<file path="src/rtl/fas_consts.svh">
// Compile-time constants for the FIR filter and frame collector.
// Include wherever a width, the tap count or a coefficient is needed.
// Coefficients are Q4.16, and only the first half of the symmetric set is listed.

`ifndef FAS_CONSTS_SVH
`define FAS_CONSTS_SVH

//////////////////////////////////////////////////
// Word widths
//////////////////////////////////////////////////

`define FAS_SAMPLE_W   16   // Input sample and filter output
`define FAS_COEF_W     20   // Q4.16 coefficient
`define FAS_ACC_W      42   // Full filter sum

//////////////////////////////////////////////////
// Filter and frame geometry
//////////////////////////////////////////////////

`define FAS_TAPS       32   // Tap k pairs with tap 31-k
`define FAS_FRAME_LEN  16   // Filter outputs per frame
`define FAS_OUT_LSB    16   // Lowest sum bit kept in fir_d

//////////////////////////////////////////////////
// Low-pass coefficients, taps 0 to 15
//////////////////////////////////////////////////

`define FAS_COEF_0     20'shFFF9E  // -0.00150
`define FAS_COEF_1     20'shFFF86  // -0.00186
`define FAS_COEF_2     20'shFFFA7  // -0.00136
`define FAS_COEF_3     20'sh0003B  // 0.00090
`define FAS_COEF_4     20'sh0014B  // 0.00505
`define FAS_COEF_5     20'sh0024A  // 0.00894
`define FAS_COEF_6     20'sh00222  // 0.00833
`define FAS_COEF_7     20'shFFFE4  // -0.00043
`define FAS_COEF_8     20'shFFBC5  // -0.01653
`define FAS_COEF_9     20'shFF7CA  // -0.03207
`define FAS_COEF_10    20'shFF74E  // -0.03397
`define FAS_COEF_11    20'shFFD74  // -0.00995
`define FAS_COEF_12    20'sh00B1A  // 0.04337
`define FAS_COEF_13    20'sh01DAC  // 0.11591
`define FAS_COEF_14    20'sh02F9E  // 0.18600
`define FAS_COEF_15    20'sh03AA9  // Centre pair, 0.22914

`endif

</file>
<file path="src/rtl/fir_sequencer.sv">
// Burst state machine of the FIR filter.
// Counts the samples of a burst until the tap line is full and then
// flags fir_valid for every further output. A low data_valid ends the burst.

`timescale 1ns/1ps
`default_nettype none

`include "fas_consts.svh"

module fir_sequencer (
  input  wire  clk,
  input  wire  rst,
  input  wire  data_valid,
  output logic fir_valid
);

  localparam int cnt_w = $clog2(`FAS_TAPS + 1);

  typedef enum logic [1:0] {
    st_idle,    // No burst in progress
    st_fill,    // Tap line still partly empty
    st_stream   // Every output is a full filter result
  } seq_state_t;

  seq_state_t       state_q;
  seq_state_t       state_d;
  logic [cnt_w-1:0] fill_cnt_q;  // Samples taken so far, saturates at the tap count
  logic [cnt_w-1:0] fill_cnt_d;
  logic             last_fill;

  // The sample arriving now completes the tap line
  assign last_fill = (fill_cnt_q == cnt_w'(`FAS_TAPS - 1));

  //////////////////////////////////////////////////
  // Next state
  //////////////////////////////////////////////////

  always_comb begin
    state_d    = state_q;
    fill_cnt_d = fill_cnt_q;
    if (!data_valid) begin
      state_d    = st_idle;   // Burst over, start again from empty
      fill_cnt_d = '0;
    end else begin
      case (state_q)
        st_idle, st_fill: begin
          fill_cnt_d = fill_cnt_q + 1'b1;
          state_d    = last_fill ? st_stream : st_fill;
        end
        st_stream: begin
          state_d = st_stream;    // Count stays at the tap count
        end
        default: begin
          state_d    = st_idle;
          fill_cnt_d = '0;
        end
      endcase
    end
  end

  always_ff @(posedge clk or posedge rst) begin
    if (rst) begin
      state_q    <= st_idle;
      fill_cnt_q <= '0;
    end else begin
      state_q    <= state_d;
      fill_cnt_q <= fill_cnt_d;
    end
  end

  // High in each cycle after a 32nd or later sample
  assign fir_valid = (state_q == st_stream);

endmodule

`default_nettype wire

</file>
<file path="config.mk">
export PLATFORM = sky130hd
export DESIGN_NAME = fir_sequencer
export DESIGN_NICKNAME = d
export VERILOG_FILES = /design/src/rtl/fir_sequencer.sv
export VERILOG_INCLUDE_DIRS = /design/src /design/src/rtl
export SDC_FILE = /design/constraint.sdc
export NUM_CORES = 1
export LEC_CHECK = 0
export BUFFER_PORTS_ARGS = -buffer_cell sky130_fd_sc_hd__buf_4
export CAP_MARGIN = 20
export CELL_PAD_IN_SITES_DETAIL_PLACEMENT = 0
export CELL_PAD_IN_SITES_GLOBAL_PLACEMENT = 1
export CORE_AREA = 3 3 40 42
export DETAILED_ROUTE_END_ITERATION = 6
export DIE_AREA = 0 0 43 45
export PLACE_DENSITY = 0.68
export SYNTH_ARGS = -nofsm -noshare
export SYNTH_HDL_FRONTEND = slang
export SYNTH_SLANG_ARGS = --single-unit
</file>
<file path="constraint.sdc">
create_clock -name clk -period 2.4 [get_ports clk]
set_input_delay 0.12 -clock clk [delete_from_list [all_inputs] [get_ports clk]]
set_output_delay 0.12 -clock clk [all_outputs]
set_load 0.1 [all_outputs]
</file>
* After elaboration in Yosys (flattened, before gate mapping)
Cells that the tools add are included.
** Cells by class
- Add/sub/neg operators :: 1
- Equal/unequal tests :: 4
- Multiplexer cells :: 5
- Reduce and logical (&&, ||, !) cells :: 2
** Operator list (count)
- 6-bit one-hot mux with 2 select lines :: 1
- 6-bit by 1-bit adder with 6-bit output, second input constant :: 1
- 6-bit by 5-bit == test with 1-bit output, second input constant :: 1
- 6-bit two-way mux :: 1
- 2-bit two-way mux :: 2
- 2-bit one-hot mux with 2 select lines :: 1
- 2-bit by 1-bit == test with 1-bit output, second input constant :: 1
- 2-bit == test, second input constant :: 1
- 2-bit logical NOT :: 1
- 2-bit inequality test, second input constant :: 1
- 2-bit OR reduction :: 1
** Word-level totals
- Bits in registers :: 8
- Input port bits :: 3
- Output and inout port bits :: 1
- Logic and storage cells :: 14

* Depth between registers and ports, before layout
- Depth in word-level cells :: 4
- Mapped depth :: 5
- Gate-level depth less buffers :: 4

* Least setup slack after synthesis
Ideal clock, no wire load.
- Path kind :: reg2reg
- From :: register state_q[1]
- To :: register fill_cnt_q[1]
- Library setup time :: 119 ps
- Arrival time :: 1118 ps
- Setup slack :: 1163 ps
- Stages on the path, launching flop included :: 6
- Buffers on the path :: 2
- Period minus slack after synthesis :: 1237 ps
- Cell sequence :: dfrtp_1 -> buf_6 -> nor2b_4 -> buf_6 -> a22o_1 -> and2_1
** Between the ends
- Elaborated cells between the ends (all ways) :: 7
- Classes of those cells :: eq/ne: 3; mux: 2; reduce/logical: 2
** RTL lines
- start: declaration :: line fir_sequencer.sv:25 : seq_state_t state_q;
- start signal: assignment :: line fir_sequencer.sv:63 : state_q <= st_idle;
- start signal: assignment :: line fir_sequencer.sv:66 : state_q <= state_d;
- 2-bit == test *
- net fir_valid :: line fir_sequencer.sv:14 : output logic fir_valid
- 6-bit one-hot mux with 2 select lines :: line fir_sequencer.sv:45 : case (state_q)
- 6-bit two-way mux :: line fir_sequencer.sv:41 : if (!data_valid) begin
- end signal: assignment :: line fir_sequencer.sv:67 : fill_cnt_q <= fill_cnt_d;
- end: declaration :: line fir_sequencer.sv:27 : logic [cnt_w-1:0] fill_cnt_q;
Mark *: on every way through the listed nets, which the timed path passes. The rest lies on a longest branch.
A chain may end at the register's enable or synchronous reset.

* Worst setup path in the final report
- From :: register state_q[1]
- To :: output fir_valid
** Between the ends
- Cells in the longest elaborated chain, start to end :: 1
** Ends and longest elaborated chain
- 2-bit == test :: line fir_sequencer.sv:72 : assign fir_valid = (state_q == st_stream);
- end: declaration :: line fir_sequencer.sv:14
No other way between the ends.

==> results.toml <==
[yosys]
netlist_instances = 44
yosys_warnings = 0
synth_cell_type_count = 23
synth.top_cells.by_area = "dfrtp_1, buf_6, o21ai_0"
synth_top_area_share_pct = 45.71
ys_ff_latch = 8
synth_nets = 48
synth_top_area_cell = "dfrtp_1"
synthesis.area_um2 = 437.9
seq_area_frac_synth_pct = 45.71
postSynthAreaPerCell_um2 = 9.953

[place]
gp_congestion = 0.7959
port_buffers = 3
dpl_cell_area_um2 = 449.2
dp_slack_ns = 1.135

[clock_tree]
htree_levels = 1
cts-buffers-inserted = 3
post_cts_buffers = 0
hold_buffers = 1
cts_tree = "built"
clk_latency_ns = 0.25
clk_pin_slew_worst_paths_ns = 0.06
clock_sinks = 8
cts-root-buf = "clkbuf_4"
cts_resized = 0
cts_buffer_depth = 2

[sta]
fin_ws_ns = 0.9341
finalSetupViolations = 0
finalHoldViolations = 0
worst_pin_slew_ns = 0.3074
max_clock_freq_mhz = 682.2
fin_setup_tns_ns = 0
slew_violations = 0
max_slew_margin_pct = 79.48
timing.final.crit_share_pct = 61.08
finClkSkew_ns = 0.008363
holdWs_ns = 0.1414
period_minus_slack_ns = 1.466
rsz0062_at_grt = "no"

[layout]
stdcell_area_um2 = 481.7
layout-drive-gt1-share_pct = 14.58
antennaDiodeCount = 0
nets = 54
fill_cells = 124
syn_to_final_growth_pct = 10.00

[min_path]
holdCritPathClass = "in -> reg"
min-delay-start = "data_valid"
holdPathStages = 2
holdPathEnd = "fill_cnt_q[1]"

[critical_path]
critPathKind = "reg -> out"
crit_fanout = 10
r2r_slack_ns = 1.16
cp-end-kind = "output pin"
reg2reg_from = "fill_cnt_q[0]"
r2r_cells = 4
worst_r2r_endpoint = "fill_cnt_q[4]"
worstPathRequired_ns = 2.28
worstPathArrival_ns = 1.35
startpoint_type = "flop"

[floorplan]
die_area_um2 = 1935
core.rowCount = 13
die_y_um = 45
core_um2 = 1285
die_x_um = 43
io_pins = 4
start_util_pct = 34.08

[drt]
drt-total-wl_um = 823
ant_nets = 0
firstDrtPassIters = 3
dr.first_iter.drc_count = 5
drcViolationCount = 0
vias = 325
vias_per_cell = 5.159
routedWlPerCell_um = 13.06

[global_routing]
grtUsageTotal_pct = 10.59
grt_pass1_wl_mm = 1.400
grt_max_degree = 11
antenna_found_initial = 0
grt_overflow_total = 0
grt_pass1_vias = 323

[power_and_ir_drop]
p_leak_nw = 0.2083
cellPowerDensity_nw_per_um2 = 563.2
ir_worst_vdd_uv = 229.8

[run_status]
status = "finished clean"

[job]
maxCapViolCount = 0
[synth_stat cells]
cell and count:
buf_4 1, buf_6 2, a41oi_1 1, o21ai_0 4, nand2_1 2, mux2i_1 1
a21oi_1 2, and3b_1 1, nor2b_4 1, and2_1 1, dfrtp_1 8, nand3_1 1
nand4_1 1, ha_1 1, a21boi_1 1, nor2b_1 2, nor2_1 4, a22o_1 1
or3_1 1, o211ai_1 1, a21boi_0 2, inv_1 2, a31oi_1 3
[final cells by class]
cell class	instances	area, um2	share of cell area (%)
Multi-Input combinational cell	31	200.2	41.56
Tap cell	15	18.77	3.896
Sequential cell	8	200.2	41.56
Clock buffer	3	22.52	4.675
Inverter	2	7.507	1.558
Timing Repair Buffer	4	32.53	6.753
[through the flow]
| step | total power, W | util (%) | instances |
|---|---|---|---|
| after global routing | 0.0002882 | 37.49 | 63 |
| after floorplan | 0.0001631 | - | 44 |
| after CTS | 0.0002775 | 37.49 | 63 |
| after global placement | 0.0001695 | 34.96 | 59 |
| after detailed placement | 0.0001703 | 34.96 | 59 |
| final | 0.0002713 | 37.49 | 63 |
[sequential cells by signal, summed over array words and instances, names as in the netlist]
signal and flops:
fill_cnt_q 6, state_q 2
[worst max path at each step]
stage,cells past startpoint,endpoint,startpoint
2_1_floorplan,5,fill_cnt_q[1],state_q[1]
3_3_place_gp,4,fill_cnt_q[4],fill_cnt_q[0]
3_5_place_dp,4,fill_cnt_q[4],fill_cnt_q[0]
4_1_cts,2,fir_valid,state_q[1]
5_1_grt,2,fir_valid,state_q[1]
6_report,2,fir_valid,state_q[1]
[cells in the final DEF (no fill, tap or decap), drive strengths merged]
cell         instances
ha                   1
dfrtp                8
a41oi                1
dlygate4sd3          1
nand3                1
buf                  3
clkbuf               3
a22o                 1
and3b                1
o211ai               1
nand2                2
or3                  1
a21oi                2
and2                 1
nand4                1
inv                  2
a31oi                3
mux2i                1
a21boi               3
nor2                 4
o21ai                4
nor2b                3
[cell families after synthesis]
kind of cell    after synthesis  share of synthesized area [%]
fa+ha+maj                     1                          2.857
simple gates                 14                          18.57
buf+inv                       5                          8.572
flops                         8                          45.71
mux                           1                          2.286
compound gates               15                          22.00
[layer usage]
metal / part of all wire [%] / GRT usage, % / up-vias
li1: - / - / 168
met1: 45 / 12.38 / 147
met2: 47 / 15.57 / 6
met3: 4.9 / 3.586 / 4
met4: 2.8 / 9.036 / 0
met5: 0 / 0 / -
[power by group]
group          switching, W  internal, W
sequential       0.00000624     0.000140
clock             0.0000451    0.0000572
combinational     0.0000108    0.0000119
total             0.0000622     0.000209
[worst max-delay path, cell delays in order, from the launching register on]
cell and delay (ns):
dfrtp_1 0.48, nor2b_4 0.29, buf_4 0.33
No activity file was read; power rests on OpenSTA's default activity.
