--- src/rtl/fas_consts.svh ---
// Compile-time constants for the FIR filter and frame collector.
// Include wherever a width, the tap count or a coefficient is needed.
// Coefficients are Q4.16, and only the first half of the symmetric set is listed.

`ifndef FAS_CONSTS_SVH
`define FAS_CONSTS_SVH

//////////////////////////////////////////////////
// Word widths
//////////////////////////////////////////////////

`define FAS_SAMPLE_W   16   // Input sample and filter output
`define FAS_COEF_W     20   // Q4.16 coefficient
`define FAS_ACC_W      42   // Full filter sum

//////////////////////////////////////////////////
// Filter and frame geometry
//////////////////////////////////////////////////

`define FAS_TAPS       32   // Tap k pairs with tap 31-k
`define FAS_FRAME_LEN  16   // Filter outputs per frame
`define FAS_OUT_LSB    16   // Lowest sum bit kept in fir_d

//////////////////////////////////////////////////
// Low-pass coefficients, taps 0 to 15
//////////////////////////////////////////////////

`define FAS_COEF_0     20'shFFF9E  // -0.00150
`define FAS_COEF_1     20'shFFF86  // -0.00186
`define FAS_COEF_2     20'shFFFA7  // -0.00136
`define FAS_COEF_3     20'sh0003B  // 0.00090
`define FAS_COEF_4     20'sh0014B  // 0.00505
`define FAS_COEF_5     20'sh0024A  // 0.00894
`define FAS_COEF_6     20'sh00222  // 0.00833
`define FAS_COEF_7     20'shFFFE4  // -0.00043
`define FAS_COEF_8     20'shFFBC5  // -0.01653
`define FAS_COEF_9     20'shFF7CA  // -0.03207
`define FAS_COEF_10    20'shFF74E  // -0.03397
`define FAS_COEF_11    20'shFFD74  // -0.00995
`define FAS_COEF_12    20'sh00B1A  // 0.04337
`define FAS_COEF_13    20'sh01DAC  // 0.11591
`define FAS_COEF_14    20'sh02F9E  // 0.18600
`define FAS_COEF_15    20'sh03AA9  // Centre pair, 0.22914

`endif

--- src/rtl/fas_pkg.sv ---
// Shared data types of the filter and frame path.
// Modules reference these by scoped name in their ports and import the
// package in their bodies.

`default_nettype none

`include "fas_consts.svh"

package fas_pkg;

  // One input sample or one filter output
  typedef logic signed [`FAS_SAMPLE_W-1:0] sample_t;

  // Q4.16 filter coefficient
  typedef logic signed [`FAS_COEF_W-1:0] coef_t;

  // Full-precision filter sum before slicing
  typedef logic signed [`FAS_ACC_W-1:0] acc_t;

  // Position of an output within its frame
  typedef logic [$clog2(`FAS_FRAME_LEN)-1:0] slot_t;

  // Completed frame, word 0 is the oldest output
  typedef sample_t [`FAS_FRAME_LEN-1:0] frame_t;

endpackage

`default_nettype wire

--- src/rtl/frame_buffer.sv ---
// Serial-to-parallel buffer of the frame collector.
// Stores each valid filter output at its slot and, with the last slot,
// publishes the whole frame on frame_d together with a one-cycle frame_valid.
// The published frame holds while the next one is collected.

`timescale 1ns/1ps
`default_nettype none

module frame_buffer (
  input  wire              clk,
  input  wire              rst,
  input  wire              fir_valid,
  input  wire fas_pkg::sample_t fir_d,
  input  wire fas_pkg::slot_t   slot,
  input  wire              last_slot,
  output logic             frame_valid,
  output fas_pkg::frame_t  frame_d
);

  import fas_pkg::*;

  frame_t collect_q;  // Frame under collection
  frame_t merged;     // Collection with the current output in place
  logic   publish;

  always_comb begin
    merged       = collect_q;
    merged[slot] = fir_d;
  end

  assign publish = fir_valid & last_slot;

  //////////////////////////////////////////////////
  // Collection buffer
  //////////////////////////////////////////////////

  always_ff @(posedge clk or posedge rst) begin
    if (rst) begin
      collect_q <= '0;
    end else if (fir_valid) begin
      collect_q <= merged;
    end
  end

  //////////////////////////////////////////////////
  // Published frame
  //////////////////////////////////////////////////

  always_ff @(posedge clk or posedge rst) begin
    if (rst) begin
      frame_valid <= 1'b0;
      frame_d     <= '0;
    end else begin
      frame_valid <= publish;   // Single-cycle pulse
      if (publish) begin
        frame_d <= merged;
      end
    end
  end

endmodule

`default_nettype wire

--- config.mk ---
export PLATFORM = sky130hd
export DESIGN_NAME = frame_buffer
export DESIGN_NICKNAME = d
export VERILOG_FILES = /design/src/rtl/fas_pkg.sv /design/src/rtl/frame_buffer.sv
export VERILOG_INCLUDE_DIRS = /design/src /design/src/rtl
export SDC_FILE = /design/constraint.sdc
export NUM_CORES = 1
export LEC_CHECK = 0
export ABC_CLOCK_PERIOD_IN_PS = 17900
export BUFFER_PORTS_ARGS = -buffer_cell sky130_fd_sc_hd__buf_4
export CAP_MARGIN = 15
export CORE_MARGIN = 3
export CORE_UTILIZATION = 52
export DETAILED_ROUTE_END_ITERATION = 8
export GPL_TIMING_DRIVEN = 1
export PLACE_DENSITY = 0.77
export SLEW_MARGIN = 15
export SYNTH_ARGS = -nofsm -noshare
export SYNTH_HDL_FRONTEND = slang
export SYNTH_SLANG_ARGS = --single-unit
--- constraint.sdc ---
create_clock -name clk -period 17.9 [get_ports clk]
set_clock_uncertainty 0.2 [all_clocks]
set_input_delay 3.58 -clock clk [delete_from_list [all_inputs] [get_ports clk]]
set_output_delay 3.58 -clock clk [all_outputs]
set_load 0.01 [all_outputs]
; Word-level counts from Yosys, hierarchy flattened
; Index checks and enable logic that the tools add are counted.
[word_totals]
out_inout_bits = 257
reg_bits = 513
[classes]
n_mux = 3
reduce_logical = 1
n_lt_le_gt_ge = 2
bitwise_logic = 1
[op_table]
columns = operator, n
row1 = 256-bit bitwise mux, 1
row2 = 16-bit demux with 4-bit select, 1
row3 = 16-bit two-way mux, 1
row4 = "4-bit by 5-bit less-than comparator with 1-bit output, second input constant", 1
row5 = "4-bit by 1-bit greater-or-equal comparator with 1-bit output, second input constant", 1
row6 = 1-bit bitwise AND, 1
row7 = 1-bit logical AND, 1

; Depth between registers and ports, before layout
; Gate-level depths: netlist of the first run.
[logic_depth]
ltp_word = 5
mapped_depth = 7

; Worst setup path before layout of the first run
; No wires, ideal clock.
[synth_path]
path_kind = input-to-reg
startpoint = input slot[0]
endpoint = register collect_q[16] (netlist bit)
setup_slack_ps = 12798
n_path_buf = 3
arrival_time_ps = 4778
path_stages = 6
path_cell_list = buf_4 buf_6 nand3b_4 nor3_4 buf_6 mux2_2
[synth_between]
elab_chain_len = 5
[synth_rtl]
columns = item, line_no
row1 = from (decl), frame_buffer.sv:14  ; input wire fas_pkg::slot_t slot,
row2 = 4-bit by 5-bit less-than comparator with 1-bit output (implied by the code) or 4-bit by 1-bit greater-or-equal comparator with 1-bit output (tied branches), frame_buffer.sv:28  ; merged[slot] = fir_d;
row3 = 1-bit logical AND (implied by the code), frame_buffer.sv:28
row4 = 16-bit two-way mux (implied by the code), frame_buffer.sv:28
row5 = 16-bit demux with 4-bit select (*), frame_buffer.sv:28
row6 = 256-bit bitwise mux (*), frame_buffer.sv:28
row7 = to (signal assigned), frame_buffer.sv:41  ; collect_q <= merged;
row8 = to (decl), frame_buffer.sv:22  ; frame_t collect_q;
; Mark *: on every way between the ends. The rest lies on a longest branch, timed or not.
; A chain may end at the register's enable or synchronous reset.

==> flow_summary.toml, run 1 <==
[worst_setup_path]
regToRegSetupSlack_ns = 16.80
worstPathRequired_ns = 18.29
r2r-start = "collect_q[241]"
crit_fanout = 198
ff2ff_path_depth = 2
reg2reg_to = "frame_d[241]"
path_class = "primary input to asynchronous set/reset pin"
startpoint_type = "primary input"
end_kind = "asynchronous set/reset pin"
arrival_ns = 6.10

[yosys]
synth_compound_area_share_pct = 5.869
synth-simple-area-share_pct = 6.482
syn_avg_cell_area_um2 = 12.55
yosysTopAreaCellShare_pct = 58.80
synth_top_family_by_area = "multiplexers"
synth-seq-cells = 513
syn_inst = 1739
yosys.area_share.adder_pct = 0
syn_area_mm2 = 0.02183
yosys_warnings = 0
synth_cell_types = 30
yosysTopAreaCell = "dfrtp_1"
synth_xor_area_share_pct = 0
synth.top_cells.by_area = "dfrtp_1 (59%), mux2_2 (13%), mux2i_1 (12%)"
synth_nets = 1763
yosysSeqAreaShare_pct = 58.80
synth_mux_area_share_pct = 24.94

[timing]
tns_ns = 0
min_period_ns = 5.704
period_share_pct = 31.87
setup_viol = 0
rsz0062_at_grt = "false"
drv_slew = 0
tightest_slew_ns = 1.191
maxSlewHeadroom_pct = 20.59
final_hold_viol_count = 0
fmax_mhz = 175.3

[cts]
ctsResizeCount = 0
numCtsBuffers = 53
htreeDepth = 2
ctsHoldBuffers = 0
clk_pin_slew_ns = 0.06
postCtsSetupBuffers = 0
clock_latency_ns = 0.59
tritoncts = "built"
cts_root_buffer = "clkbuf_16"
cts_max_path_buffers = 3
cts_sinks = 513

[routing]
dr.pass1.iters = 5
post_drt_wl_per_cell_um = 20.93
ant_nets = 0
drc = 0
vias = 13900
drtIter0Drc = 946
drt-total-wl_mm = 52.46
vias_per_cell = 5.546

[cells_and_area]
drive_gt1_share_pct = 33.84
fillCellCount = 3208
antenna_cells = 0
final_core_util_pct = 62.49
final_cells = 2506
fin_nets = 1957
area_growth_pct = 17.68

[outcome]
outcome = "finished clean"

[placement]
hpwl_mm = 32.18
port_buffers = 280
place_congestion = 0.7469
place_inst = 2408

[global_routing]
grt_max_degree = 298
grt_pass1_wl_mm = 82.52
grt_pass1_vias = 14070
grt-ovfl-total = 0
grt_use_total_pct = 23.76
antenna_found_initial = 0

[pwr]
p_leak_uw = 0.01199
ir_worst_vdd_mv = 0.07317
powerDensity_mw_per_mm2 = 129.0

[worst_hold_path]
hold_depth = 2
worstHoldStart = "frame_d[102]"
hp-class = "register to register"
min_to = "frame_d[102]"

[floorplanning]
die_height_um = 210.9
core_region_area_mm2 = 0.04111
ios = 281
die_area_mm2 = 0.04448
start_util_pct = 53.10
die-width_um = 210.9
rows = 74

[flow_run]
drv_cap = 0
==> area by class of cell <==
type | count | area (µm²) | share of cell area [%]
Inverter | 2 | 11.26 | 0.04383
Clock inverter | 14 | 81.33 | 0.3166
Clock buffer | 82 | 1618 | 6.297
Tap cell | 532 | 665.6 | 2.591
Multi-Input combinational cell | 1065 | 8199 | 31.92
Timing Repair Buffer | 298 | 2277 | 8.864
Sequential cell | 513 | 12840 | 49.97
==> Yosys cell counts, drive strengths merged <==
| cell type | n |
|---|---|
| nand2 | 259 |
| nor2b | 1 |
| buf | 70 |
| nor3 | 3 |
| nand2b | 2 |
| clkbuf | 89 |
| nor4bb | 1 |
| nand3 | 1 |
| o21ai | 256 |
| nor3b | 1 |
| nand4 | 1 |
| nor4b | 4 |
| mux2 | 256 |
| inv | 2 |
| nor2 | 10 |
| nor4 | 1 |
| nand3b | 4 |
| nand4b | 4 |
| mux2i | 256 |
| dfrtp | 513 |
| and4bb | 5 |
==> routing by layer <==
metal,wire [µm],track usage (%)
met2,25060,38.55
met1,23680,33.70
met3,2644,3.698
met4,1083,6.836
met5,0,0
==> critical path, cell delays in order <==
cell        delay (ns)
buf_4             0.12
clkinvlp_4        0.58
buf_12            0.77
buf_4             0.86
==> stage by stage <==
stage                     hold WS, ns  setup slack, ns  cell area, µm²  total power, µW
after detailed placement       0.2723            11.47           23970             2269
after floorplan                0.2579            7.154           21830             1933
after CTS                      0.2849            12.11           25670             3344
after global routing           0.2922            11.74           25690             3482
final                          0.2820            12.20           25690             3314
after global placement         0.2639            11.54           23950             2234
==> report_power, final <==
part,internal (µW),switching (µW)
clock,620,448
combinational,344,317
sequential,1420,165
==> state kept, by name, indices dropped and copies added, names as in the netlist <==
signal	cells
frame_valid	1
collect_q	256
frame_d	256
==> kinds of logic after synthesis <==
logic type	after synthesis
flip-flops	513
multiplexers	512
AND/OR/NAND/NOR	297
AO/OA/AOI/OAI	256
buffers and inverters	161
==> worst max-delay path by stage <==
stage / startpoint / to / slack (ns) / cells after the start
global placement: rst / frame_d[160] / 11.54 / 4
global route: rst / frame_d[146] / 11.74 / 4
CTS: rst / collect_q[193] / 12.11 / 4
floorplan: rst / collect_q[0] / 7.15 / 1
finish: rst / frame_d[168] / 12.20 / 4
detailed placement: rst / frame_d[160] / 11.47 / 4
==> cells in the final DEF, fill, tap and decap left out, types with 2 or more instances in the layout <==
cell type,n
and4bb_2,5
buf_12,2
buf_4,293
buf_6,2
clkbuf_1,13
clkbuf_16,55
clkbuf_8,14
clkinv_2,10
clkinvlp_4,4
dfrtp_1,513
mux2_2,255
mux2i_1,256
nand2_1,257
nand2b_1,2
nand3b_2,2
nand3b_4,2
nand4b_1,4
nor2_2,4
nor2_4,5
nor3_4,3
nor4b_4,4
o21ai_0,238
o21ai_1,18
Note: power is estimated with default switching activity, not from simulation.
==> run 2, diff against run 1 <==
--- a/config.mk
+++ b/config.mk
@@ -6,7 +6,7 @@
 export SDC_FILE = /design/constraint.sdc
 export NUM_CORES = 1
 export LEC_CHECK = 0
-export ABC_CLOCK_PERIOD_IN_PS = 17900
+export ABC_CLOCK_PERIOD_IN_PS = 5200
 export BUFFER_PORTS_ARGS = -buffer_cell sky130_fd_sc_hd__buf_4
 export CAP_MARGIN = 15
 export CORE_MARGIN = 3
==> constraint.sdc (replaced) <==
create_clock -name clk -period 5.2 [get_ports clk]
set_clock_uncertainty 0.2 [all_clocks]
set_input_delay 1.04 -clock clk [delete_from_list [all_inputs] [get_ports clk]]
set_output_delay 1.04 -clock clk [all_outputs]
set_load 0.01 [all_outputs]
==> run 2 against run 1 <==
  * Count of clock-buffer cells in the layout increased by 4
  * Critical path depth did not move
  * Power rose to 3.5 times the previous value
  * Clock power increased to 3.6 times the previous value
  * Sequential share of layout area decreased by 0.42 points
  * Combinational power grew to 3.5 times the previous value
  * Design area rose by 0.84%
  * Die area unchanged
  * Register-to-register slack worse by 13 ns
  * Non-clock buffer count grew 8
  * Utilization rose by 0.53 points
  * Critical path type is now primary input to register
  * Largest cell class unchanged
==> flow_summary.toml, run 2 (synthesized netlist as in run 1, its figures left out) <==
[outcome]
outcome = "finished clean"

[placement]
port_buffers = 280
place_congestion = 0.7764
hpwl_mm = 32.96
place_inst = 2418
dp_slack_ns = 1.900

[cts]
htreeDepth = 2
cts_root_buffer = "clkbuf_16"
clock_latency_ns = 0.58
cts_sinks = 513
tritoncts = "built"
numCtsBuffers = 53
ctsResizeCount = 0
ctsHoldBuffers = 0
postCtsSetupBuffers = 0
clk_pin_slew_ns = 0.06
cts_max_path_buffers = 3

[global_routing]
grt_pass1_wl_mm = 83.76
grt_max_degree = 113
antenna_found_initial = 0
grt-ovfl-total = 0
grt_use_total_pct = 24.02
grt_pass1_vias = 14390

[cells_and_area]
mostFrequentLayoutCell = "dfrtp_1"
top_regs = "collect_q: 256 flops, frame_d: 256 flops, frame_valid: 1 flops"
fillCellCount = 3202
final_cells = 2516
fin_nets = 1965
area_growth_pct = 18.67
mostFrequentLayoutCells = "dfrtp_1 (513), buf_4 (298), nand2_1 (257), mux2i_1 (256), mux2_2 (255)"
drive_gt1_share_pct = 34.07
final_core_util_pct = 63.02
antenna_cells = 0

[timing]
tightest_slew_ns = 1.111
rsz0062_at_grt = "false"
maxSlewHeadroom_pct = 25.53
fmax_mhz = 368.0
final_hold_viol_count = 0
setup_ws_ns = 2.483
min_period_ns = 2.717
setup_viol = 0
drv_slew = 0
period_share_pct = 52.26

[flow_run]
drv_cap = 0

[pwr]
clkPwrFrac_pct = 33.3
p_sw_uw = 3214
p_int_uw = 8398
power_switching_share_pct = 27.68
p_leak_uw = 0.01210
powerDensity_mw_per_mm2 = 448.2
p_comb_share_pct = 19.8
pwr-share-seq_pct = 46.9
ir_worst_vdd_mv = 0.2683
total_power_uw = 11610

[floorplanning]
start_util_pct = 53.10
core_region_area_mm2 = 0.04111
die_area_mm2 = 0.04448
ios = 281
die_height_um = 210.9
rows = 74
die-width_um = 210.9

[routing]
vias = 14090
dr.pass1.iters = 5
drc = 0
vias_per_cell = 5.601
post_drt_wl_per_cell_um = 21.20
drt-total-wl_mm = 53.33
ant_nets = 0
drtIter0Drc = 905

[worst_setup_path]
arrival_ns = 2.93
end_kind = "register"
crit_fanout = 25
startpoint_type = "primary input"
r2r-start = "collect_q[111]"
path_class = "primary input to register"
worstPathRequired_ns = 5.42
startpoint = "slot[2]"

[worst_hold_path]
hp-class = "register to register"
worstHoldStart = "frame_d[63]"
## run 2: changes by cell type in the layout (fill, tap and decap cells not counted)
cell        delta
buf_12         +6
buf_4          +5
buf_6          -2
buf_8          -1
bufinv_16      +3
clkbuf_1       +2
clkbuf_8       +2
clkinv_2       -3
clkinv_4       +1
clkinvlp_4     -3
## run 2: final timing paths
path	depth (start not counted)	to	slack, ns
hold / removal	2	frame_d[63]	0.28
max in group asynchronous	4	collect_q[8]	3.23
min in group asynchronous	2	frame_d[91]	0.42
setup / recovery	4	frame_d[124]	2.48
hold reg to reg	2	frame_d[63]	0.28
setup reg to reg	2	frame_d[111]	4.13
## run 2: per-stage QoR
stage / TNS, ns / instance area (µm²) / hold slack [ns]
final: 0 / 25910 / 0.2795
after global routing: 0 / 25910 / 0.3077
after CTS: 0 / 25910 / 0.2853
after detailed placement: 0 / 24110 / 0.2717
after global placement: 0 / 24110 / 0.2617
after floorplan: -1542.24 / 21830 / 0.2579
## run 2: power by group through the flow
stage | combinational, µW | clock (µW) | sequential (µW)
detailed placement | 2320 | 0 | 5500
CTS | 2340 | 3930 | 5440
global route | 2540 | 4100 | 5550
floorplan | 1110 | 0 | 5540
finish | 2300 | 3860 | 5450
global placement | 2250 | 0 | 5460
## run 2: area by class of cell
cell class,count,area [µm²],area share (%)
clock inverters,12,142.6,0.5506
well taps,532,665.6,2.569
clock buffers,86,1653,6.380
repair buffers,306,2397,9.254
multi-input cells,1065,8199,31.65
flip-flops and latches,513,12840,49.55
inverters,2,11.26,0.04347
## run 2: metal layers
metal | share of wire [%] | global-route usage [%] | vias to the layer above
met4 | 2.5 | 7.390 | 0
met2 | 48 | 39.36 | 385
met1 | 45 | 33.76 | 7223
met3 | 4.8 | 3.371 | 81
met5 | 0 | 0 | -
li1 | - | - | 6402
## run 2: worst max-delay path: stages
cell,delay (ns)
buf_4,0.34
nand4b_1,0.96
mux2i_1,0.45
o21ai_0,0.13
