$ cat src/rtl/fas_consts.svh
// Compile-time constants for the FIR filter and frame collector.
// Include wherever a width, the tap count or a coefficient is needed.
// Coefficients are Q4.16, and only the first half of the symmetric set is listed.

`ifndef FAS_CONSTS_SVH
`define FAS_CONSTS_SVH

//////////////////////////////////////////////////
// Word widths
//////////////////////////////////////////////////

`define FAS_SAMPLE_W   16   // Input sample and filter output
`define FAS_COEF_W     20   // Q4.16 coefficient
`define FAS_ACC_W      42   // Full filter sum

//////////////////////////////////////////////////
// Filter and frame geometry
//////////////////////////////////////////////////

`define FAS_TAPS       32   // Tap k pairs with tap 31-k
`define FAS_FRAME_LEN  16   // Filter outputs per frame
`define FAS_OUT_LSB    16   // Lowest sum bit kept in fir_d

//////////////////////////////////////////////////
// Low-pass coefficients, taps 0 to 15
//////////////////////////////////////////////////

`define FAS_COEF_0     20'shFFF9E  // -0.00150
`define FAS_COEF_1     20'shFFF86  // -0.00186
`define FAS_COEF_2     20'shFFFA7  // -0.00136
`define FAS_COEF_3     20'sh0003B  // 0.00090
`define FAS_COEF_4     20'sh0014B  // 0.00505
`define FAS_COEF_5     20'sh0024A  // 0.00894
`define FAS_COEF_6     20'sh00222  // 0.00833
`define FAS_COEF_7     20'shFFFE4  // -0.00043
`define FAS_COEF_8     20'shFFBC5  // -0.01653
`define FAS_COEF_9     20'shFF7CA  // -0.03207
`define FAS_COEF_10    20'shFF74E  // -0.03397
`define FAS_COEF_11    20'shFFD74  // -0.00995
`define FAS_COEF_12    20'sh00B1A  // 0.04337
`define FAS_COEF_13    20'sh01DAC  // 0.11591
`define FAS_COEF_14    20'sh02F9E  // 0.18600
`define FAS_COEF_15    20'sh03AA9  // Centre pair, 0.22914

`endif

$ cat src/rtl/fas_pkg.sv
// Shared data types of the filter and frame path.
// Modules reference these by scoped name in their ports and import the
// package in their bodies.

`default_nettype none

`include "fas_consts.svh"

package fas_pkg;

  // One input sample or one filter output
  typedef logic signed [`FAS_SAMPLE_W-1:0] sample_t;

  // Q4.16 filter coefficient
  typedef logic signed [`FAS_COEF_W-1:0] coef_t;

  // Full-precision filter sum before slicing
  typedef logic signed [`FAS_ACC_W-1:0] acc_t;

  // Position of an output within its frame
  typedef logic [$clog2(`FAS_FRAME_LEN)-1:0] slot_t;

  // Completed frame, word 0 is the oldest output
  typedef sample_t [`FAS_FRAME_LEN-1:0] frame_t;

endpackage

`default_nettype wire

$ cat src/rtl/frame_slot_counter.sv
// Slot counter of the frame collector.
// Steps through the frame slots on every valid filter output and
// falls back to slot 0 as soon as the output stream breaks.

`timescale 1ns/1ps
`default_nettype none

`include "fas_consts.svh"

module frame_slot_counter (
  input  wire            clk,
  input  wire            rst,
  input  wire            fir_valid,
  output fas_pkg::slot_t slot,
  output logic           last_slot
);

  import fas_pkg::*;

  assign last_slot = (slot == slot_t'(`FAS_FRAME_LEN - 1));

  always_ff @(posedge clk or posedge rst) begin
    if (rst) begin
      slot <= '0;
    end else if (!fir_valid) begin
      slot <= '0;          // Partial frame is dropped
    end else if (last_slot) begin
      slot <= '0;          // Frame complete, wrap
    end else begin
      slot <= slot + 1'b1;
    end
  end

endmodule

`default_nettype wire

$ cat config.mk
export PLATFORM = sky130hd
export DESIGN_NAME = frame_slot_counter
export DESIGN_NICKNAME = d
export VERILOG_FILES = /design/src/rtl/fas_pkg.sv /design/src/rtl/frame_slot_counter.sv
export VERILOG_INCLUDE_DIRS = /design/src /design/src/rtl
export SDC_FILE = /design/constraint.sdc
export NUM_CORES = 1
export LEC_CHECK = 0
export ABC_AREA = 1
export ABC_CLOCK_PERIOD_IN_PS = 1300
export BUFFER_PORTS_ARGS = -buffer_cell sky130_fd_sc_hd__buf_2
export CAP_MARGIN = 30
export CORE_AREA = 2 2 39 41
export DETAILED_ROUTE_END_ITERATION = 10
export DIE_AREA = 0 0 41 43
export PLACE_DENSITY = 0.4
export SKIP_LAST_GASP = 1
export SLEW_MARGIN = 20
export SYNTH_ARGS = -nofsm -noshare
export SYNTH_HDL_FRONTEND = slang
export SYNTH_SLANG_ARGS = --single-unit
export TNS_END_PERCENT = 10
$ cat constraint.sdc
create_clock -name clk -period 1.3 [get_ports clk]
set_input_delay 0 -clock clk [delete_from_list [all_inputs] [get_ports clk]]
set_output_delay 0 -clock clk [all_outputs]
set_load 0.02 [all_outputs]
* Yosys cells after proc, flatten, opt, wreduce, memory -nomap -nowiden
Index checks and enable logic that the tools add are counted.
** Operators by class
- Add/subtract/negate cells :: 1
- Eq/ne operators :: 1
- Multiplexer cells :: 2
** Operators by type and width (number)
- $mux 4 :: 2
- $add 4x1->4 const B :: 1
- $eq 4x4->1 const B :: 1
** Word-level totals
- Bits in registers :: 4
- Bits of input ports :: 3

* Logic depth before layout (Yosys ltp)
Gate-level depths: netlist of run 1.
- Depth in word-level cells :: 3
- Depth in mapped cells :: 6
- Mapped depth without buffers :: 6

* Worst setup path before layout of run 1
OpenSTA, ideal clock, no wires.
- Path kind :: register to register
- Start :: reg slot[0]
- End :: reg slot[0]
- Setup slack :: 0.210 ns
- Arrival time :: 0.959 ns
- Cell stages (with the launch flop) :: 7
- Data required time :: 1.169 ns
- Cell sequence :: dfrtp_1 -> ha_1 -> nand2_1 -> inv_2 -> nand2_2 -> nand2_2 -> nor2_1
** Between the ends
- Longest elaborated chain between the ends :: 3
** RTL lines
- from (decl) :: line frame_slot_counter.sv:14 : output fas_pkg::slot_t slot,
- from (signal assigned) :: line frame_slot_counter.sv:30 : slot <= slot + 1'b1;
- $add 4x1->4 / $eq 4x4->1 (equally long branches) :: line frame_slot_counter.sv:30, frame_slot_counter.sv:20
- $mux 4 * :: line frame_slot_counter.sv:27 : end else if (last_slot) begin
- $mux 4 * :: line frame_slot_counter.sv:25 : end else if (!fir_valid) begin
Every way passes the cells marked *; elsewhere a longest branch is shown, timed or not.

* Worst setup path after layout of run 1
- Start :: reg slot[0]
- End :: out last_slot
** Between the ends
- Longest elaborated chain between the ends :: 1
** RTL lines
- $eq 4x4->1 :: line frame_slot_counter.sv:20 : assign last_slot = (slot == slot_t'(`FAS_FRAME_LEN - 1));
- to (decl) :: line frame_slot_counter.sv:15 : output logic last_slot
No other way between the ends.

==> metrics.md, run 1 <==
| Metric | Value |
|---|---|
| Outcome | completed |
| Core Area | about 0.0014 mm^2 |
| Worst Hold Launch | fir_valid |
| Measured slew at the worst slew-check pin | roughly 150 ps |
| Utilization of the core after routing | 0.200 |
| WP data required | roughly 1300 ps |
| Average vias per placed instance | approximately 3.4 |
| TritonCTS clock tree | yes |
| Total gr overflow | 0 |
| Via count | ~170 |
| Placed cell area | ~240 um^2 |
| Kind of end point of the critical path | output pin |
| Number of iterations in the first detailed-routing pass | 1 |
| Syn Inst Count | 22 |
| Largest registers in the final layout | slot x4 |
| Global-route wire length before repair | 565 um |
| Unrepaired setup endpoints after global routing | no |
| Flop and latch count out of synthesis | 4 |
| Count of input and output buffers | 7 |
| ANT nets after route | 0 |
| Worst endpoint data arrival time | ~1200 ps |
| Vertical extent of the die | ~43 um |
| Startpoint types | flip-flop |
| Biggest fanout along the worst timing path | 5 |
| Flip-flop count of the largest register after layout | 4 |
| Part of the Yosys area used for sequential elements | 0.530 |
| Switching part of the total power | 0.250 |
| Hold Path End | slot[1] |
| WS Path Type | flip-flop to output pin |
| Comb pwr share | 0.112 |
| Register with the most flip-flops | slot |
| Overall die width | 41 um |
| Number of clock sinks seen by CTS | 4 |
| Fin. Hold Viols | 0 |
| Ys Warns | 0 |
| Mapped Avg Cell Area | approximately 8.6 um^2 |
| Max-cap violations | 0 |
| Normalized max-slew margin | 0.897 |
| Total of endpoints with negative setup slack in the final report | 0 |
| First DRT Iteration DRCs | 0 |
| Post-CTS Setup Inserts | 0 |
| Layout overhead on the synthesized area | 46.4% |
| Internal Dissipation | 0.250 mW |
| End of the worst register-to-register path | slot[3] |
| Filler instances | around 160 |
| Count of distinct cell types in the synthesized netlist | 11 |
| PostCTS Resize Cnt | 0 |
| Hold-fix buffer count after cts | 1 |
| Place WS | around 280 ps |
| Detailed-route wire length per cell | between 7 and 8 um |
| Total CTS buffers | 3 |
| Total negative setup slack | 0 ps |
| Worst hold path depth | 3 |
| Proportion of power drawn by flip-flops and latches | 0.424 |
| Post-Layout Inst Area | 277 um^2 |
| Minimum period implied by the final worst setup slack | approximately 1200 ps |
| Leakage component of the power | about 0.17 nW |
| Final layout net count | 39 |
| Cell depth of the worst flop-to-flop path | 6 |
| Clk Tree Root Cell | sky130_fd_sc_hd__clkbuf_4 |
| Net switching power | approximately 0.083 mW |
| Reg-to-reg critical path startpoint | slot[0] |
| Peak VDD IR | 0.000231 V |
| Starting utilization of the core area | 0.137 |
| Clock tree buffer depth | 2 |
| IO Pins | 8 |
| Die Area | around 0.0018 mm^2 |
| Maximum clock frequency | 0.818 GHz |
| Count of inserted antenna diode cells | 0 |
| Combined area of all synthesized cells | approximately 190 um^2 |
| Clock-pin slew on the worst setup and hold paths | 40 ps |
| Maximum level of the CTS H-tree | 1 |
| Total number of placement rows | 14 |
| Pin count of the biggest net entering global routing | 6 |
| Worst setup slack after layout | 77.7 ps |
| Clock network fraction of total power | 0.464 |
| Final WL | between 300 and 400 um |
| Half-perimeter wire length after detailed placement | slightly below 300 um |
| Share of cells above drive strength 1 | 0.424 |
| Number of antenna violations at the first check in global routing | 0 |
| Launching element of the worst setup path | slot[0] |
| Number of pins with negative max-slew slack in the final report | 0 |
| Global router's overall resource usage | 0.0534 |
| Total power consumption of the routed design | approximately 0.33 mW |
| Class of the worst hold path | input pin to flip-flop |
| Post-route DRC violation count | 0 |
| Clock network latency to the later pin of the worst-skew pair | between 200 and 250 ps |
| Number of nets in the synthesized netlist | 26 |
| Register-to-register setup slack | 280 ps |
| Global placer's final weighted congestion | a little under 0.6 |
| Via count of the first global-routing pass | 145 |
| Fraction of the cycle the final worst path needs | 0.940 |
| Clock skew after layout | ~0.070 ps |
| Power density over the cells | approximately 1200 mW/mm^2 |
## final cells by class
cell class                 instances  area, um^2  share of cell area
tap                               16        20.0              0.0724
timing repair buffer               8        45.0               0.163
multi-input combinational         13        70.1               0.253
inverter                           5        18.8              0.0679
sequential                         4         100               0.362
clock buffer                       3        22.5              0.0814
## worst max-delay path, cell delays in order (launching register included)
cell and delay [ps]:
sky130_fd_sc_hd__dfrtp_1 410, sky130_fd_sc_hd__ha_1 220, sky130_fd_sc_hd__nand2_1 80, sky130_fd_sc_hd__inv_2 40, sky130_fd_sc_hd__nand2_2 60, sky130_fd_sc_hd__inv_1 40
sky130_fd_sc_hd__buf_2 140
## metal layers
| metal | wire, um | vias up | track usage |
|---|---|---|---|
| met1 | 179 | 71 | 0.0747 |
| met3 | 50 | 0 | 0.0314 |
| met5 | 0 | - | 0 |
| met2 | 140 | 8 | 0.0469 |
| li1 | - | 88 | - |
| met4 | 0 | 0 | 0.0600 |
## synth_stat cells
cell type / count / area share
sky130_fd_sc_hd__inv_2: 1 / 0.020
sky130_fd_sc_hd__nand4_1: 1 / 0.033
sky130_fd_sc_hd__nor2_2: 1 / 0.033
sky130_fd_sc_hd__ha_1: 1 / 0.066
sky130_fd_sc_hd__dfrtp_1: 4 / 0.53
sky130_fd_sc_hd__nand2_2: 2 / 0.066
sky130_fd_sc_hd__o21ai_0: 1 / 0.026
sky130_fd_sc_hd__inv_1: 4 / 0.079
sky130_fd_sc_hd__nor2_1: 2 / 0.040
sky130_fd_sc_hd__nand3_1: 1 / 0.026
sky130_fd_sc_hd__nand2_1: 4 / 0.079
## per-stage QoR
stage	hold WS (ps)	cells
after floorplan	-234	22
after global placement	-112	45
after detailed placement	-107	45
after CTS	3.78	49
after global routing	15.7	49
final	8.16	49
## power by group through the flow
| stage | clock network (mW) | registers (mW) | logic, mW |
|---|---|---|---|
| 2_1_floorplan | 0 | 0.151 | 0.0122 |
| 4_1_cts | 0.164 | 0.141 | 0.0383 |
| 5_1_grt | 0.165 | 0.142 | 0.0417 |
| 3_3_place_gp | 0 | 0.142 | 0.0361 |
| 3_5_place_dp | 0 | 0.143 | 0.0359 |
| 6_report | 0.155 | 0.141 | 0.0373 |
## placed cells by master (no fill, tap or decap)
cell type                       instances
sky130_fd_sc_hd__dfrtp_1                4
sky130_fd_sc_hd__inv_2                  1
sky130_fd_sc_hd__dlygate4sd3_1          1
sky130_fd_sc_hd__nand3_1                1
sky130_fd_sc_hd__o21ai_0                1
sky130_fd_sc_hd__buf_2                  7
sky130_fd_sc_hd__nor2_2                 1
sky130_fd_sc_hd__inv_1                  4
sky130_fd_sc_hd__ha_1                   1
sky130_fd_sc_hd__nand4_1                1
sky130_fd_sc_hd__nor2_1                 2
sky130_fd_sc_hd__nand2_1                4
sky130_fd_sc_hd__clkbuf_4               3
sky130_fd_sc_hd__nand2_2                2
## cells by family after synthesis
family,after synthesis,synth area share
and+or+nand+nor,11,0.278
buffers and inverters,5,0.0993
DFF,4,0.530
AOI/OAI and AO/OA,1,0.0265
adders and majority gates,1,0.0662
## worst max path at each step
stage,slack (ps),cells past startpoint,to
2_1_floorplan,210,6,slot[0]
3_3_place_gp,280,6,slot[3]
3_5_place_dp,280,6,slot[0]
4_1_cts,70,6,last_slot
5_1_grt,20,6,last_slot
6_report,80,6,last_slot
(Power assumes the default switching activity.)
==> run 2: changes to the inputs <==
Settings changed: ABC_AREA 1 to unset, ABC_CLOCK_PERIOD_IN_PS 1300 to 1600, PLACE_DENSITY 0.4 to 0.39.
Clock period 1.3 ns to 1.6 ns, I/O delays scaled along.
==> run 2 against run 1 <==
Against the previous run: register-to-register slack gained 220 ps; utilization shrank 0.45 points; clock power shrank 22%; clock skew grew 2.0 ps; die area is the same; combinational power shrank 13%; synthesized area shrank 3.3%; hold slack gained 16 ps; critical path depth shrank 3; critical path type unchanged; largest power group unchanged; highest routed layer unchanged.
==> metrics.md, run 2 <==
| Metric | Value |
|---|---|
| Normalized max-slew margin | 0.887 |
| Switching part of the total power | 0.233 |
| Layout overhead on the synthesized area | 47.9% |
| Clock tree buffer depth | 2 |
| Maximum level of the CTS H-tree | 1 |
| Total CTS buffers | 3 |
| Post-CTS Setup Inserts | 0 |
| Reg-to-reg critical path startpoint | slot[0] |
| Proportion of synthesized flip-flops having asynchronous set or reset | 1.00 |
| EDFF count, synth | 0 |
| Clock network fraction of total power | 0.449 |
| Total power consumption of the routed design | 0.269 mW |
| Pin count of the biggest net entering global routing | 6 |
| Post-synthesis share of cell area spent on xor and xnor gates | 0.0479 |
| Internal Dissipation | 0.206 mW |
| Top cells by instance count after synthesis | sky130_fd_sc_hd__dfrtp_1, sky130_fd_sc_hd__and2_1, sky130_fd_sc_hd__and3_1 |
| Area fraction of the dominant cell type after synthesis | 0.548 |
| Count of distinct cell types in the synthesized netlist | 10 |
| ANT nets after route | 0 |
| Clock-pin slew on the worst setup and hold paths | ~40 ps |
| Comb pwr share | 0.121 |
| Leading post-synthesis cells by cell area | sky130_fd_sc_hd__dfrtp_1, sky130_fd_sc_hd__and2_1, sky130_fd_sc_hd__and3_1, sky130_fd_sc_hd__ha_1, sky130_fd_sc_hd__nor3b_2 |
| Flop and latch count out of synthesis | 4 |
| Total of endpoints with negative setup slack in the final report | 0 |
| Final layout net count | 32 |
| Most used cells in the layout excluding fill and tap cells | sky130_fd_sc_hd__buf_2, sky130_fd_sc_hd__dfrtp_1, sky130_fd_sc_hd__clkbuf_4 |
| End of the worst register-to-register path | slot[0] |
| Cell depth of the worst flop-to-flop path | 3 |
| Count of inserted antenna diode cells | 0 |
| Hold-fix buffer count after cts | 1 |
| Kind of end point of the critical path | output pin |
| Biggest area consumer among synthesized cells | sky130_fd_sc_hd__dfrtp_1 |
| Die Area | roughly 0.0018 mm^2 |
| Outcome | completed |
| Register with the most flip-flops | slot |
| Mapped Avg Cell Area | between 10 and 15 um^2 |
| Fraction of the cycle the final worst path needs | 0.799 |
| Total gr overflow | 0 |
| Global router's overall resource usage | 0.0614 |
| Clock network latency to the later pin of the worst-skew pair | around 230 ps |
| Crit-path cells | ha_1 -> and3_1 -> buf_2 |
| Via count | 160 |
| Proportion of power drawn by flip-flops and latches | 0.430 |
| Worst endpoint data arrival time | about 1300 ps |
| Main combinational cell family by area after synthesis | simple AND/OR/NAND/NOR gates |
| Critical path destination | last_slot |
| Core Area | 0.00138 mm^2 |
| Detailed-route wire length per cell | around 9.0 um |
| Net switching power | 0.0626 mW |
| Overall die width | 41 um |
| Starting utilization of the core area | 0.132 |
| Most used standard cell by instance count after synthesis | sky130_fd_sc_hd__dfrtp_1 |
| Peak VDD IR | around 0.00049 V |
| Worst setup slack after layout | between 300 and 400 ps |
| Mux cell area share after synthesis | 0 |
| Count of input and output buffers | 7 |
| Max-cap violations | 0 |
| Place WS | just under 500 ps |
| Share of cells above drive strength 1 | 0.423 |
| Global placer's final weighted congestion | ~0.68 |
| Part of the Yosys area used for sequential elements | 0.548 |
| Adder and majority gate portion of the synthesized area | 0.0685 |
| Number of antenna violations at the first check in global routing | 0 |
| Number of pins with negative max-slew slack in the final report | 0 |
| Final WL | about 380 um |
| WP data required | approximately 1600 ps |
| Number of iterations in the first detailed-routing pass | 2 |
| Number of clock sinks seen by CTS | 4 |
| Total number of placement rows | 14 |
| Minimum period implied by the final worst setup slack | 1280 ps |
| Largest registers in the final layout | slot x4 |
| Via count of the first global-routing pass | 144 |
| Startpoint types | flip-flop |
| Simple-Gate Fraction of Synth Area | 0.226 |
| Launching element of the worst setup path | slot[0] |
| Most frequent standard cell in the layout excluding fill and tap cells | sky130_fd_sc_hd__buf_2 |
| Compound-Gate Fraction of Synth Area | 0.0890 |
| Register-to-register setup slack | roughly 500 ps |
| Vertical extent of the die | roughly 43 um |
| WS Path Type | flip-flop to output pin |
| Measured slew at the worst slew-check pin | around 170 ps |
| Biggest fanout along the worst timing path | 5 |
| First DRT Iteration DRCs | 1 |
| Clock skew after layout | between 2 and 2.5 ps |
| Number of nets in the synthesized netlist | 19 |
| Main flop type after synthesis | sky130_fd_sc_hd__dfrtp_1 |
| Class of the worst hold path | input pin to flip-flop |
| Average vias per placed instance | about 3.8 |
| Ys Warns | 0 |
| Fin. Hold Viols | 0 |
| Syn Inst Count | 15 |
| Unrepaired setup endpoints after global routing | no |
| Post-route DRC violation count | 0 |
| Maximum clock frequency | between 0.7 and 0.8 GHz |
| Largest stage delay, worst path | 420 ps |
| IO Pins | 8 |
| Leakage component of the power | ~0.15 nW |
| Global-route wire length before repair | around 620 um |
| TritonCTS clock tree | yes |
| Combined area of all synthesized cells | between 150 and 200 um^2 |
| PostCTS Resize Cnt | 0 |
| Total negative setup slack | 0 ps |
| Cell with the largest stage delay on the worst path | sky130_fd_sc_hd__dfrtp_1 |
| Clk Tree Root Cell | sky130_fd_sc_hd__clkbuf_4 |
| Flip-flop count of the largest register after layout | 4 |
| Power density over the cells | 995 mW/mm^2 |
[run 2: how the worst min path moves through the flow]
stage	slack [ps]	endpoint	cells past startpoint	from
2_1_floorplan	-230	slot[0]	1	rst
3_3_place_gp	-110	slot[3]	2	rst
3_5_place_dp	-110	slot[3]	2	rst
4_1_cts	20	slot[2]	2	fir_valid
5_1_grt	30	slot[2]	2	fir_valid
6_report	20	slot[2]	2	fir_valid
[run 2: metal layers]
metal  global-route usage  wire length (um)
met4               0.0200                 0
met2               0.0563               127
met5                    0                 0
met1               0.0712               191
met3               0.0942                61
[run 2: critical path: cells and delay by family, from the launching register on]
kind	cells	cell delay, ps
DFF	1	420
adders and majority gates	1	250
and+or+nand+nor	1	220
buffers and inverters	1	160
[run 2: logic make-up after synthesis]
kind of cell,count (synthesis)
simple gates,6
xor+xnor,1
buf+inv,1
fa+ha+maj,1
flops,4
compound gates,2
[run 2: through the flow]
step | hold slack, ps | util | area (um^2) | std cells
after floorplan | -234 | - | 183 | 15
after global placement | -113 | 0.172 | 238 | 38
after detailed placement | -109 | 0.172 | 238 | 38
after CTS | 24.9 | 0.195 | 270 | 42
after global routing | 31.9 | 0.195 | 270 | 42
final | 24.1 | 0.195 | 270 | 42
[run 2: power groups by stage]
stage | sequential, mW | clock (mW) | combinational (mW)
final | 0.116 | 0.121 | 0.0326
after global routing | 0.116 | 0.140 | 0.0375
after CTS | 0.115 | 0.126 | 0.0332
after detailed placement | 0.116 | 0 | 0.0313
after global placement | 0.116 | 0 | 0.0305
after floorplan | 0.123 | 0 | 0.0117
[run 2: final cells by class]
type                            instances  area (um^2)
Timing Repair Buffer                    8         45.0
Fill cell                             150         1110
Sequential cell                         4          100
Clock buffer                            3         22.5
Tap cell                               16         20.0
Inverter                                1         3.75
Multi-Input combinational cell         10         78.8
==> run 3: changes to the inputs <==
Settings changed: ABC_AREA set to 1, ABC_CLOCK_PERIOD_IN_PS 1600 to 1280, PLACE_DENSITY 0.39 to 0.4.
Clock period 1.6 ns to 1.28 ns, I/O delays scaled along.
==> run 3 against run 2 <==
Against the previous run: sequential power is 23% higher; first-iteration DRC count is 100% lower; die area unchanged; setup slack got worse by 250 ps; flip-flop and latch count did not move; via count grew 7.5%; count of clock-buffer cells in the layout did not move.
==> metrics.md, run 3 (synthesis results as in run 1) <==
| Metric | Value |
|---|---|
| Flip-flop count of the largest register after layout | 4 |
| Largest registers in the final layout | slot x4 |
| Half-perimeter wire length after detailed placement | roughly 300 um |
| Fin. Hold Viols | 0 |
| Total of endpoints with negative setup slack in the final report | 0 |
| Count of inserted antenna diode cells | 0 |
| Post-route DRC violation count | 0 |
| Startpoint types | flip-flop |
| Clock skew after layout | roughly 0.070 ps |
| Detailed-route wire length per cell | 7.62 um |
| Normalized max-slew margin | 0.897 |
| Overall die width | 41 um |
| Via count of the first global-routing pass | 145 |
| Class of the worst hold path | input pin to flip-flop |
| First DRT Iteration DRCs | 0 |
| Launching element of the worst setup path | slot[0] |
| PostCTS Resize Cnt | 0 |
| Global router's overall resource usage | 0.0534 |
| TritonCTS clock tree | yes |
| Total gr overflow | 0 |
| Fraction of the cycle the final worst path needs | 0.944 |
| Total number of placement rows | 14 |
| Final layout net count | 40 |
| Clock-pin slew on the worst setup and hold paths | ~40 ps |
| Total CTS buffers | 3 |
| Die Area | approximately 0.0018 mm^2 |
| Total negative setup slack | 0 ps |
| Outcome | completed |
| Reg-to-reg critical path startpoint | slot[0] |
| End of the worst register-to-register path | slot[3] |
| WP data required | 1280 ps |
| Maximum level of the CTS H-tree | 1 |
| Maximum clock frequency | 0.828 GHz |
| Reg area | ~100 um^2 |
| Max-cap violations | 0 |
| Global placer's final weighted congestion | 0.577 |
| Vertical extent of the die | roughly 43 um |
| Leakage component of the power | 0.175 nW |
| Count of input and output buffers | 7 |
| Worst endpoint data arrival time | around 1200 ps |
| Unrepaired setup endpoints after global routing | no |
| Number of clock sinks seen by CTS | 4 |
| Pin count of the biggest net entering global routing | 6 |
| Cell depth of the worst flop-to-flop path | 6 |
| Measured slew at the worst slew-check pin | around 150 ps |
| Core Area | about 0.0014 mm^2 |
| IO Pins | 8 |
| Number of pins with negative max-slew slack in the final report | 0 |
| Filler instances | around 160 |
| Kind of end point of the critical path | output pin |
| Critical path destination | last_slot |
| ANT nets after route | 0 |
| Total power consumption of the routed design | roughly 0.34 mW |
| Final WL | ~380 um |
| Layout overhead on the synthesized area | 50.3% |
| Number of iterations in the first detailed-routing pass | 1 |
| Minimum period implied by the final worst setup slack | 1210 ps |
| Peak VDD IR | 0.000233 V |
| Share of cells above drive strength 1 | 0.441 |
| Clock network latency to the later pin of the worst-skew pair | 230 ps |
| Power density over the cells | 1200 mW/mm^2 |
| Biggest fanout along the worst timing path | 4 |
| Register-to-register setup slack | approximately 270 ps |
| Clock tree buffer depth | 2 |
| Via count | about 170 |
| Starting utilization of the core area | 0.137 |
| Global-route wire length before repair | about 570 um |
| Register with the most flip-flops | slot |
| Number of antenna violations at the first check in global routing | 0 |
| WS Path Type | flip-flop to output pin |
| Most frequent standard cell in the layout excluding fill and tap cells | sky130_fd_sc_hd__buf_2 |
| Total area of multi-input combinational cells | 70.1 um^2 |
| Average vias per placed instance | about 3.4 |
| Clk Tree Root Cell | sky130_fd_sc_hd__clkbuf_4 |
| Most used cells in the layout excluding fill and tap cells | sky130_fd_sc_hd__buf_2, sky130_fd_sc_hd__nand2_1, sky130_fd_sc_hd__inv_1, sky130_fd_sc_hd__dfrtp_1, sky130_fd_sc_hd__clkbuf_4 |
[run 3: layout make-up]
type | count | share of cell area
Sequential cell | 4 | 0.352
Multi-Input combinational cell | 13 | 0.247
Timing Repair Buffer | 9 | 0.185
Clock buffer | 3 | 0.0793
Tap cell | 16 | 0.0705
Inverter | 5 | 0.0661
[run 3: per-layer routing]
layer  part of all wire  up-vias  global-route usage
met5                  0        -                   0
met2               0.41        8              0.0469
met1               0.46       74              0.0747
met4                  0        0              0.0600
met3               0.13        0              0.0314
li1                   -       90                   -
[run 3: power by group]
| part | internal [mW] | leakage, nW | total [mW] | switching, mW |
|---|---|---|---|---|
| registers | 0.135 | 0.0533 | 0.143 | 0.00818 |
| logic | 0.0171 | 0.108 | 0.0415 | 0.0243 |
| clock network | 0.105 | 0.0138 | 0.157 | 0.0524 |
[run 3: timing repair]
| item | in CTS | in global routing |
|---|---|---|
| endpoints found under the setup margin | 0 | 1 |
| hold endpoints to repair | 4 | 0 |
| hold buffers | 1 | 0 |
| buffers inserted | 0 | 1 |
[run 3: worst min-delay path by stage]
stage / start / end / cells past startpoint
floorplan: rst / slot[0] / 1
global placement: rst / slot[3] / 2
detailed placement: rst / slot[0] / 2
CTS: fir_valid / slot[1] / 3
global route: fir_valid / slot[1] / 3
finish: fir_valid / slot[1] / 3
[run 3: worst max-delay path, cell delays in order (launching register included)]
cell and delay [ps]:
sky130_fd_sc_hd__dfrtp_1 400, sky130_fd_sc_hd__ha_1 220, sky130_fd_sc_hd__nand2_1 80, sky130_fd_sc_hd__inv_2 40, sky130_fd_sc_hd__nand2_2 60, sky130_fd_sc_hd__inv_1 40
sky130_fd_sc_hd__buf_2 140
[run 3: per-stage QoR]
stage          worst slack [ps]  hold WS (ps)  instance area, um^2   util  cells
2_1_floorplan               190          -234                  189      -     22
3_3_place_gp                256          -112                  244  0.176     45
3_5_place_dp                265          -107                  244  0.176     45
4_1_cts                    48.9          3.78                  277  0.200     49
5_1_grt                    12.4          15.7                  284  0.205     50
6_report                   71.6          8.28                  284  0.205     50
